$ cat src/include/rv_core_consts.svh
// all widths assume RV32I; changing RV_XLEN alone does not give a 64-bit core
`ifndef RV_CORE_CONSTS_SVH
`define RV_CORE_CONSTS_SVH

// data and address width
`define RV_XLEN 32

// architectural registers, x0 included
`define RV_NREGS 32

// register index width
`define RV_REG_AW 5

// shift amount width, low bits of the second operand
`define RV_SHAMT_W 5

// first fetch address
`define RV_RESET_PC 32'h0000_0000

`endif
$ cat src/hw/rv_core_pkg.sv
// decoded fields assume RV_REG_AW-bit register indices and a full RV_XLEN immediate
`default_nettype none

`include "rv_core_consts.svh"

package rv_core_pkg;

    typedef enum logic [3:0] {
        ALU_ADD,
        ALU_SUB,
        ALU_SLL,
        ALU_SLT,
        ALU_SLTU,
        ALU_XOR,
        ALU_SRL,
        ALU_SRA,
        ALU_OR,
        ALU_AND,
        ALU_PASS_B,
        ALU_ADD_PC
    } alu_op_e;

    typedef enum logic [3:0] {
        BR_NONE,
        BR_EQ,
        BR_NE,
        BR_LT,
        BR_GE,
        BR_LTU,
        BR_GEU,
        BR_JAL,
        BR_JALR
    } br_cond_e;

    typedef struct packed {
        logic [`RV_REG_AW-1:0] rs1;
        logic [`RV_REG_AW-1:0] rs2;
        logic [`RV_REG_AW-1:0] rd;
        logic                  reg_write;
        logic                  use_imm;
        alu_op_e               alu_op;
        br_cond_e              br_cond;
        logic [`RV_XLEN-1:0]   imm;
    } decoded_t;

    typedef struct packed {
        logic                  we;
        logic [`RV_REG_AW-1:0] rd;
        logic [`RV_XLEN-1:0]   value;
    } wb_t;

endpackage

`default_nettype wire

$ cat src/hw/rv_isa_pkg.sv
// only the opcodes and funct3 values of the integer subset are named; loads and stores are absent
`default_nettype none

package rv_isa_pkg;

    // major opcodes, bits [6:0] of the instruction
    typedef enum logic [6:0] {
        OPC_OP_IMM = 7'b0010011,
        OPC_OP     = 7'b0110011,
        OPC_LUI    = 7'b0110111,
        OPC_AUIPC  = 7'b0010111,
        OPC_BRANCH = 7'b1100011,
        OPC_JAL    = 7'b1101111,
        OPC_JALR   = 7'b1100111
    } opcode_e;

    // funct3 of the ALU group
    typedef enum logic [2:0] {
        F3_ADD  = 3'b000,
        F3_SLL  = 3'b001,
        F3_SLT  = 3'b010,
        F3_SLTU = 3'b011,
        F3_XOR  = 3'b100,
        F3_SRL  = 3'b101,
        F3_OR   = 3'b110,
        F3_AND  = 3'b111
    } funct3_e;

    // branch funct3 values share the encoding space of the ALU group
    localparam funct3_e F3_BEQ  = F3_ADD;
    localparam funct3_e F3_BNE  = F3_SLL;
    localparam funct3_e F3_BLT  = F3_XOR;
    localparam funct3_e F3_BGE  = F3_SRL;
    localparam funct3_e F3_BLTU = F3_OR;
    localparam funct3_e F3_BGEU = F3_AND;

    // immediate layout
    typedef enum logic [2:0] {
        FMT_NONE,
        FMT_R,
        FMT_I,
        FMT_U,
        FMT_B,
        FMT_J
    } instr_fmt_e;

endpackage

`default_nettype wire

$ cat src/hw/rv_core.sv
// idata_i must settle in the same cycle as iaddr_o; no data memory, no stall, no exceptions
`timescale 1ns/1ns
`default_nettype none

`include "rv_core_consts.svh"

module rv_core (
    input  wire                                 clk,
    input  wire                                 reset,
    output logic [`RV_XLEN-1:0]                 iaddr_o,
    input  wire [`RV_XLEN-1:0]                  idata_i,
    output logic [`RV_NREGS-1:0][`RV_XLEN-1:0]  registers_o
);
    import rv_core_pkg::*;

    decoded_t            dec;
    wb_t                 wb;
    logic [`RV_XLEN-1:0] pc;
    logic [`RV_XLEN-1:0] rs1_data;
    logic [`RV_XLEN-1:0] rs2_data;
    logic [`RV_XLEN-1:0] alu_result;
    logic                redirect;
    logic [`RV_XLEN-1:0] br_target;
    logic [`RV_XLEN-1:0] link;

    assign iaddr_o = pc;

    rv_decoder decoder_i (
        .instr_i (idata_i),
        .dec_o   (dec)
    );

    reg_file reg_file_i (
        .clk        (clk),
        .reset      (reset),
        .rs1_idx_i  (dec.rs1),
        .rs2_idx_i  (dec.rs2),
        .wb_i       (wb),
        .rs1_data_o (rs1_data),
        .rs2_data_o (rs2_data),
        .regs_o     (registers_o)
    );

    // ALU and branch unit see the same decoded instruction in parallel
    int_alu int_alu_i (
        .dec_i      (dec),
        .rs1_data_i (rs1_data),
        .rs2_data_i (rs2_data),
        .pc_i       (pc),
        .result_o   (alu_result)
    );

    branch_unit branch_unit_i (
        .dec_i      (dec),
        .rs1_data_i (rs1_data),
        .rs2_data_i (rs2_data),
        .pc_i       (pc),
        .redirect_o (redirect),
        .target_o   (br_target),
        .link_o     (link)
    );

    commit_unit commit_unit_i (
        .clk          (clk),
        .reset        (reset),
        .dec_i        (dec),
        .alu_result_i (alu_result),
        .redirect_i   (redirect),
        .target_i     (br_target),
        .link_i       (link),
        .pc_o         (pc),
        .wb_o         (wb)
    );

endmodule

`default_nettype wire

$ cat src/hw/commit_unit.sv
// one instruction retires per clk edge; write-back is not gated by reset, the register file is
`timescale 1ns/1ns
`default_nettype none

`include "rv_core_consts.svh"

module commit_unit (
    input  wire                        clk,
    input  wire                        reset,
    input  wire rv_core_pkg::decoded_t dec_i,
    input  wire [`RV_XLEN-1:0]         alu_result_i,
    input  wire                        redirect_i,
    input  wire [`RV_XLEN-1:0]         target_i,
    input  wire [`RV_XLEN-1:0]         link_i,
    output logic [`RV_XLEN-1:0]        pc_o,
    output rv_core_pkg::wb_t           wb_o
);
    import rv_core_pkg::*;

    logic [`RV_XLEN-1:0] pc_q;
    logic [`RV_XLEN-1:0] pc_next;
    logic                is_jump;

    assign is_jump = (dec_i.br_cond == BR_JAL) || (dec_i.br_cond == BR_JALR);

    // link is already pc + 4, the fall-through address
    assign pc_next = redirect_i ? target_i : link_i;

    always_ff @(posedge clk) begin
        if (reset) begin
            pc_q <= `RV_RESET_PC;
        end else begin
            pc_q <= pc_next;
        end
    end

    assign pc_o = pc_q;

    assign wb_o.we    = dec_i.reg_write;
    assign wb_o.rd    = dec_i.rd;
    assign wb_o.value = is_jump ? link_i : alu_result_i;

endmodule

`default_nettype wire

$ cat src/hw/branch_unit.sv
// target is pc plus immediate for branches and JAL; misaligned targets are not trapped
`timescale 1ns/1ns
`default_nettype none

`include "rv_core_consts.svh"

module branch_unit (
    input  wire rv_core_pkg::decoded_t dec_i,
    input  wire [`RV_XLEN-1:0]         rs1_data_i,
    input  wire [`RV_XLEN-1:0]         rs2_data_i,
    input  wire [`RV_XLEN-1:0]         pc_i,
    output logic                       redirect_o,
    output logic [`RV_XLEN-1:0]        target_o,
    output logic [`RV_XLEN-1:0]        link_o
);
    import rv_core_pkg::*;

    logic [`RV_XLEN-1:0] jalr_sum;

    assign jalr_sum = rs1_data_i + dec_i.imm;

    always_comb begin
        target_o = pc_i + dec_i.imm;
        case (dec_i.br_cond)
            BR_EQ:   redirect_o = (rs1_data_i == rs2_data_i);
            BR_NE:   redirect_o = (rs1_data_i != rs2_data_i);
            BR_LT:   redirect_o = ($signed(rs1_data_i) < $signed(rs2_data_i));
            BR_GE:   redirect_o = ($signed(rs1_data_i) >= $signed(rs2_data_i));
            BR_LTU:  redirect_o = (rs1_data_i < rs2_data_i);
            BR_GEU:  redirect_o = (rs1_data_i >= rs2_data_i);
            BR_JAL:  redirect_o = 1'b1;
            BR_JALR: begin
                redirect_o = 1'b1;
                // bit 0 cleared per the ISA
                target_o   = {jalr_sum[`RV_XLEN-1:1], 1'b0};
            end
            default: redirect_o = 1'b0;
        endcase
    end

    // return address for JAL and JALR
    assign link_o = pc_i + `RV_XLEN'(4);

endmodule

`default_nettype wire

$ cat src/hw/int_alu.sv
// shifts use only the low RV_SHAMT_W bits of the second operand; unlisted ops return the operand
`timescale 1ns/1ns
`default_nettype none

`include "rv_core_consts.svh"

module int_alu (
    input  wire rv_core_pkg::decoded_t dec_i,
    input  wire [`RV_XLEN-1:0]         rs1_data_i,
    input  wire [`RV_XLEN-1:0]         rs2_data_i,
    input  wire [`RV_XLEN-1:0]         pc_i,
    output logic [`RV_XLEN-1:0]        result_o
);
    import rv_core_pkg::*;

    logic [`RV_XLEN-1:0]    op_b;
    logic [`RV_SHAMT_W-1:0] shamt;
    logic                   lt_s;
    logic                   lt_u;

    assign op_b  = dec_i.use_imm ? dec_i.imm : rs2_data_i;
    assign shamt = op_b[`RV_SHAMT_W-1:0];
    assign lt_s  = $signed(rs1_data_i) < $signed(op_b);
    assign lt_u  = rs1_data_i < op_b;

    always_comb begin
        case (dec_i.alu_op)
            ALU_ADD:    result_o = rs1_data_i + op_b;
            ALU_SUB:    result_o = rs1_data_i - op_b;
            ALU_SLL:    result_o = rs1_data_i << shamt;
            ALU_SLT:    result_o = {{(`RV_XLEN-1){1'b0}}, lt_s};
            ALU_SLTU:   result_o = {{(`RV_XLEN-1){1'b0}}, lt_u};
            ALU_XOR:    result_o = rs1_data_i ^ op_b;
            ALU_SRL:    result_o = rs1_data_i >> shamt;
            ALU_SRA:    result_o = $unsigned($signed(rs1_data_i) >>> shamt);
            ALU_OR:     result_o = rs1_data_i | op_b;
            ALU_AND:    result_o = rs1_data_i & op_b;
            // LUI, immediate already shifted up by the decoder
            ALU_PASS_B: result_o = op_b;
            ALU_ADD_PC: result_o = pc_i + op_b;
            default:    result_o = op_b;
        endcase
    end

endmodule

`default_nettype wire

$ cat src/hw/reg_file.sv
// reads are combinational and see the old value during a same-cycle write; x0 ignores writes
`timescale 1ns/1ns
`default_nettype none

`include "rv_core_consts.svh"

module reg_file (
    input  wire                                  clk,
    input  wire                                  reset,
    input  wire [`RV_REG_AW-1:0]                 rs1_idx_i,
    input  wire [`RV_REG_AW-1:0]                 rs2_idx_i,
    input  wire rv_core_pkg::wb_t                wb_i,
    output logic [`RV_XLEN-1:0]                  rs1_data_o,
    output logic [`RV_XLEN-1:0]                  rs2_data_o,
    output logic [`RV_NREGS-1:0][`RV_XLEN-1:0]   regs_o
);

    logic [`RV_NREGS-1:0][`RV_XLEN-1:0] regs_q;

    always_ff @(posedge clk) begin
        if (reset) begin
            for (int i = 0; i < `RV_NREGS; i++) begin
                regs_q[i] <= '0;
            end
        end else if (wb_i.we && wb_i.rd != '0) begin
            regs_q[wb_i.rd] <= wb_i.value;
        end
    end

    assign rs1_data_o = regs_q[rs1_idx_i];
    assign rs2_data_o = regs_q[rs2_idx_i];

    // word i of the flat view is register xi
    assign regs_o = regs_q;

endmodule

`default_nettype wire

$ cat src/hw/rv_decoder.sv
// unknown opcodes and unused branch funct3 values decode as no-ops; funct7 is only seen at bit 30
`timescale 1ns/1ns
`default_nettype none

`include "rv_core_consts.svh"

module rv_decoder (
    input  wire [`RV_XLEN-1:0] instr_i,
    output rv_core_pkg::decoded_t dec_o
);
    import rv_isa_pkg::*;
    import rv_core_pkg::*;

    opcode_e    opcode;
    funct3_e    funct3;
    logic       alt;
    instr_fmt_e fmt;

    assign opcode = opcode_e'(instr_i[6:0]);
    assign funct3 = funct3_e'(instr_i[14:12]);
    // funct7 bit that selects SUB and SRA
    assign alt    = instr_i[30];

    always_comb begin
        dec_o.rs1       = instr_i[19:15];
        dec_o.rs2       = instr_i[24:20];
        dec_o.rd        = instr_i[11:7];
        dec_o.reg_write = 1'b0;
        dec_o.use_imm   = 1'b0;
        dec_o.alu_op    = ALU_ADD;
        dec_o.br_cond   = BR_NONE;
        fmt             = FMT_NONE;

        case (opcode)
            OPC_OP_IMM, OPC_OP: begin
                dec_o.reg_write = 1'b1;
                dec_o.use_imm   = (opcode == OPC_OP_IMM);
                fmt             = (opcode == OPC_OP_IMM) ? FMT_I : FMT_R;
                case (funct3)
                    F3_ADD:  dec_o.alu_op = (alt && opcode == OPC_OP) ? ALU_SUB : ALU_ADD;
                    F3_SLL:  dec_o.alu_op = ALU_SLL;
                    F3_SLT:  dec_o.alu_op = ALU_SLT;
                    F3_SLTU: dec_o.alu_op = ALU_SLTU;
                    F3_XOR:  dec_o.alu_op = ALU_XOR;
                    F3_SRL:  dec_o.alu_op = alt ? ALU_SRA : ALU_SRL;
                    F3_OR:   dec_o.alu_op = ALU_OR;
                    default: dec_o.alu_op = ALU_AND;
                endcase
            end
            OPC_LUI: begin
                dec_o.reg_write = 1'b1;
                dec_o.use_imm   = 1'b1;
                dec_o.alu_op    = ALU_PASS_B;
                fmt             = FMT_U;
            end
            OPC_AUIPC: begin
                dec_o.reg_write = 1'b1;
                dec_o.use_imm   = 1'b1;
                dec_o.alu_op    = ALU_ADD_PC;
                fmt             = FMT_U;
            end
            OPC_BRANCH: begin
                fmt = FMT_B;
                case (funct3)
                    F3_BEQ:  dec_o.br_cond = BR_EQ;
                    F3_BNE:  dec_o.br_cond = BR_NE;
                    F3_BLT:  dec_o.br_cond = BR_LT;
                    F3_BGE:  dec_o.br_cond = BR_GE;
                    F3_BLTU: dec_o.br_cond = BR_LTU;
                    F3_BGEU: dec_o.br_cond = BR_GEU;
                    default: dec_o.br_cond = BR_NONE;
                endcase
            end
            OPC_JAL: begin
                dec_o.reg_write = 1'b1;
                dec_o.br_cond   = BR_JAL;
                fmt             = FMT_J;
            end
            OPC_JALR: begin
                dec_o.reg_write = 1'b1;
                dec_o.br_cond   = BR_JALR;
                fmt             = FMT_I;
            end
            default: begin
                dec_o.reg_write = 1'b0;
            end
        endcase

        // sign bit is always instr_i[31]
        case (fmt)
            FMT_I:   dec_o.imm = {{20{instr_i[31]}}, instr_i[31:20]};
            FMT_U:   dec_o.imm = {instr_i[31:12], 12'b0};
            FMT_B:   dec_o.imm = {{20{instr_i[31]}}, instr_i[7], instr_i[30:25],
                                  instr_i[11:8], 1'b0};
            FMT_J:   dec_o.imm = {{12{instr_i[31]}}, instr_i[19:12], instr_i[20],
                                  instr_i[30:21], 1'b0};
            default: dec_o.imm = '0;
        endcase
    end

endmodule

`default_nettype wire

$ cat config.mk
export PLATFORM = sky130hd
export DESIGN_NAME = rv_core
export DESIGN_NICKNAME = d
export VERILOG_FILES = /design/src/hw/rv_core_pkg.sv /design/src/hw/rv_isa_pkg.sv /design/src/hw/rv_core.sv /design/src/hw/commit_unit.sv /design/src/hw/branch_unit.sv /design/src/hw/int_alu.sv /design/src/hw/reg_file.sv /design/src/hw/rv_decoder.sv
export VERILOG_INCLUDE_DIRS = /design/src /design/src/include
export SDC_FILE = /design/constraint.sdc
export NUM_CORES = 2
export LEC_CHECK = 0
export BUFFER_PORTS_ARGS = -buffer_cell sky130_fd_sc_hd__clkbuf_2
export CORE_AREA = 2 2 421 423
export CTS_CLUSTER_DIAMETER = 80
export DETAILED_ROUTE_END_ITERATION = 16
export DIE_AREA = 0 0 423 425
export GPL_TIMING_DRIVEN = 0
export HOLD_SLACK_MARGIN = 0.06
export SYNTH_ARGS = -nofsm -noshare
export SYNTH_HDL_FRONTEND = slang
export SYNTH_HIERARCHICAL = 1
export SYNTH_SLANG_ARGS = --single-unit
$ cat constraint.sdc
create_clock -name clk -period 9.9 [get_ports clk]
set_input_delay 2.475 -clock clk [delete_from_list [all_inputs] [get_ports clk]]
set_output_delay 2.475 -clock clk [all_outputs]
set_load 0.02 [all_outputs]
==> run_results.csv <==
group,metric,value,unit
power,leakage,36.0,nW
worst_setup_path,cp_data_required_time,10710,ps
cells_and_area,layout-drive-gt1-share,19.0,%
worst_setup_path,worstSetupStartpointType,"input pin",
synthesis,synth_seq_cells,1056,
clock_network,cts_tree,"built",
cells_and_area,nFillCells,17775,
timing,skew,98.9,ps
synthesis,avgSynthCellArea,7.51,sq um
cells_and_area,final_core_util,49.2,%
detailed_routing,vias,90420,
floorplanning,die_h,425,um
cells_and_area,nets,11009,
detailed_routing,viasPerCell,6.84,
global_route,grt_antenna_before_repair,51,
synthesis,postSynthCellCount,9492,
place,hpwlAfterDp,447,mm
synthesis,synth-main-ff-cell,"dfxtp_1",
timing,maxSlewViolCount,36,
hold_path,hp-class,"reg -> reg",
worst_setup_path,path_max_fanout,10,
detailed_routing,firstDrtPassIters,12,
worst_setup_path,cpMostUsedCell,"mux2i_1",
power,peakVddDrop,0.171,mV
run_status,violations,"capacitance limit, slew limit, setup timing",
run,drv_cap,5,
timing,timing.final.ws_setup,-328,ps
place,portBuffers,1086,
clock_network,hold_buffers,0,
power,p_per_area,164,nW/um^2
floorplanning,start_util,40.7,%
global_route,grt_max_degree,20,
worst_setup_path,slowest_stage,"clkbuf_1",
detailed_routing,detail_route.wl_per_cell,42.0,um
worst_setup_path,critical_path_buf_inv_count,8,
detailed_routing,drc,0,
timing,rsz0062_at_grt,"true",
worst_setup_path,arrival,11030,ps
floorplanning,boundaryPins,1090,
floorplanning,core-area,175000,sq um
synthesis,yosys.area.top_type_share,29.6,%
floorplanning,die_w,423,um
timing,finalSetupViolCount,617,
worst_setup_path,cpLargestDelayFamily,"buffers and inverters",
global_route,overflow,0,
global_route,grt_pass1_vias,81046,
synthesis,yosys.area.top_type,"dfxtp_1",
synthesis,synthTopCellsByArea,"dfxtp_1 30%, mux2i_1 17%, nand2_1 13%, a21oi_1 10%, ha_1 3.9%",
timing,worst_pin_slew,1840,ps
timing,finalHoldViolations,0,
clock_network,htreeDepth,3,
clock_network,insertion_delay,890,ps
timing,fin_crit,10230,ps
detailed_routing,wl,555,mm
clock_network,path_clk_slew,60,ps
cells_and_area,area_growth,20.9,%
clock_network,cts_num_sinks,1056,
timing,period_share,103,%
synthesis,yosysUniqueCellTypes,117,
timing,whs,490,ps
synthesis,syn_nets,9754,
detailed_routing,ant_nets,0,
worst_setup_path,crit_type,"in -> reg",
synthesis,syn-cell-area,71300,sq um
worst_setup_path,reg2reg_slack,2280,ps
worst_setup_path,crit_chain,"clkbuf_2 -> buf_4 -> buf_2 -> clkbuf_4 -> buf_6 -> buf_4 -> mux2i_1 -> a21oi_1 -> nand3_1 -> nand3_1 -> buf_8 -> mux2i_1 -> mux2i_1 -> mux2i_1 -> nand2_1 -> o21ai_0 -> nand2_1 -> o21ai_0 -> a32oi_1 -> o22ai_1 -> a221oi_2 -> clkbuf_1 -> nand2_1 -> a21oi_1",
floorplanning,num_rows,154,
synthesis,synth_warnings,6,
global_route,grt_use_total,58.5,%
timing,max_freq,97.8,MHz
synthesis,ys_seq_area_share,29.6,%
global_route,grt_pass1_wl,722,mm
clock_network,cts_buffers,119,
detailed_routing,drtIter0Drc,15853,
synthesis,synth_edf_count,0,
timing,slew_headroom,-23.9,%
synthesis,async_reset_ff_share,0,%
worst_setup_path,end_kind,"flop",
worst_setup_path,max_stage_delay,1120,ps
run_status,status,"finished with violations",
synthesis,yosys-top-cells-count,"2440 x nand2_1, 1444 x a21oi_1, 1194 x mux2i_1, 1056 x dfxtp_1, 488 x clkbuf_1",
floorplanning,dieArea,180000,sq um
synthesis,synth_most_common_cell,"nand2_1",
clock_network,cts_buffer_depth,3,
clock_network,cts-root-buf,"clkbuf_16",
place,gp_congestion,1.13,
[power by group]
group	total [W]	internal [W]	switching, W
combinational	0.00492	0.00120	0.00371
clock	0.00492	0.00277	0.00215
sequential	0.00427	0.00425	0.0000150
total	0.0141	0.00822	0.00588
[worst reg2reg max path: cells and delay by family (launching register included)]
kind | cells | cell delay, ps
AO/OA/AOI/OAI | 10 | 2560
buffers and inverters | 5 | 2430
AND/OR/NAND/NOR | 5 | 1210
flip-flops | 1 | 450
adder cells (fa/ha/maj) | 1 | 360
multiplexers | 2 | 270
XOR/XNOR | 1 | 210
[metal layers]
metal	GRT usage [%]	wire [um]
met1	62.7	179000
met2	81.1	214000
met3	25.5	81200
met4	66.1	81100
met5	0.873	218
[flip-flops by register name, summed over array words and instances, names as in the netlist]
name / flops
commit_unit_i/pc_o: 32
reg_file_i/regs_o: 1024
[metrics by stage]
stage	area, sq um	std cells	setup WS [ps]	total power, W	setup TNS, ps
after detailed placement	80100	12945	-4500	0.00855	-2564300
final	86200	13220	-328	0.0141	-65620
after floorplan	71300	9492	1660	0.00637	0
after global placement	79700	12918	-5890	0.00846	-3617810
after global routing	86200	13196	-21.2	0.0141	-21.2
after CTS	85500	13181	0.179	0.0135	0
[final cells by class]
class / count / area (sq um) / share of cell area [%]
multi-input combinational: 7416 / 46900 / 54.4
sequential: 1056 / 21100 / 24.5
timing repair buffer: 1140 / 6080 / 7.05
buffer: 826 / 4190 / 4.86
clock buffer: 161 / 3330 / 3.86
tap: 2340 / 2930 / 3.39
clock inverter: 63 / 901 / 1.04
inverter: 188 / 711 / 0.824
antenna: 30 / 75.1 / 0.0870
[cell usage in the layout (no fill, tap or decap), types with 30 or more instances in the layout]
cell,count
a22o_1,134
a211oi_1,35
clkbuf_16,119
clkbuf_2,1167
a21oi_1,1439
a31oi_1,87
diode_2,30
nand3_1,192
nand2b_1,54
dfxtp_1,1056
o21ai_0,125
buf_4,106
clkbuf_1,383
xnor2_1,83
o22ai_1,53
nor3_1,94
buf_6,32
nand2_1,2440
a22oi_1,207
xor2_1,43
mux2i_1,1185
nand4_1,34
nor2_1,225
clkbuf_4,50
mux2_2,42
buf_2,211
nor2b_1,74
inv_1,183
or4b_1,32
a21o_1,81
ha_1,223
nand3_2,33
[timing repair]
item	CTS	global route
pin swaps	12	9
gates resized for setup	272	205
setup endpoints to repair	999	921
setup buffers	16	11
[logic make-up (layout without fill, tap and decap cells)]
logic type	Yosys count	in the layout	synth area share [%]
other cells	0	30	0
mux	1245	1245	17.7
buf+inv	1020	2378	6.22
fa+ha+maj	228	228	4.04
simple gates	3355	3355	19.9
xor+xnor	129	129	1.58
compound gates	2459	2459	20.9
flops	1056	1056	29.6
[worst paths after layout]
check	from	endpoint	cells after the start
worst max register to register	reg_file_i/regs_o[227]	reg_file_i/regs_o[40]	24
worst min register to register	reg_file_i/regs_o[547]	reg_file_i/regs_o[547]	2
worst max-delay path	idata_i[16]	reg_file_i/regs_o[291]	24
worst min-delay path	reg_file_i/regs_o[547]	reg_file_i/regs_o[547]	2
No activity file was read; power rests on OpenSTA's default activity.
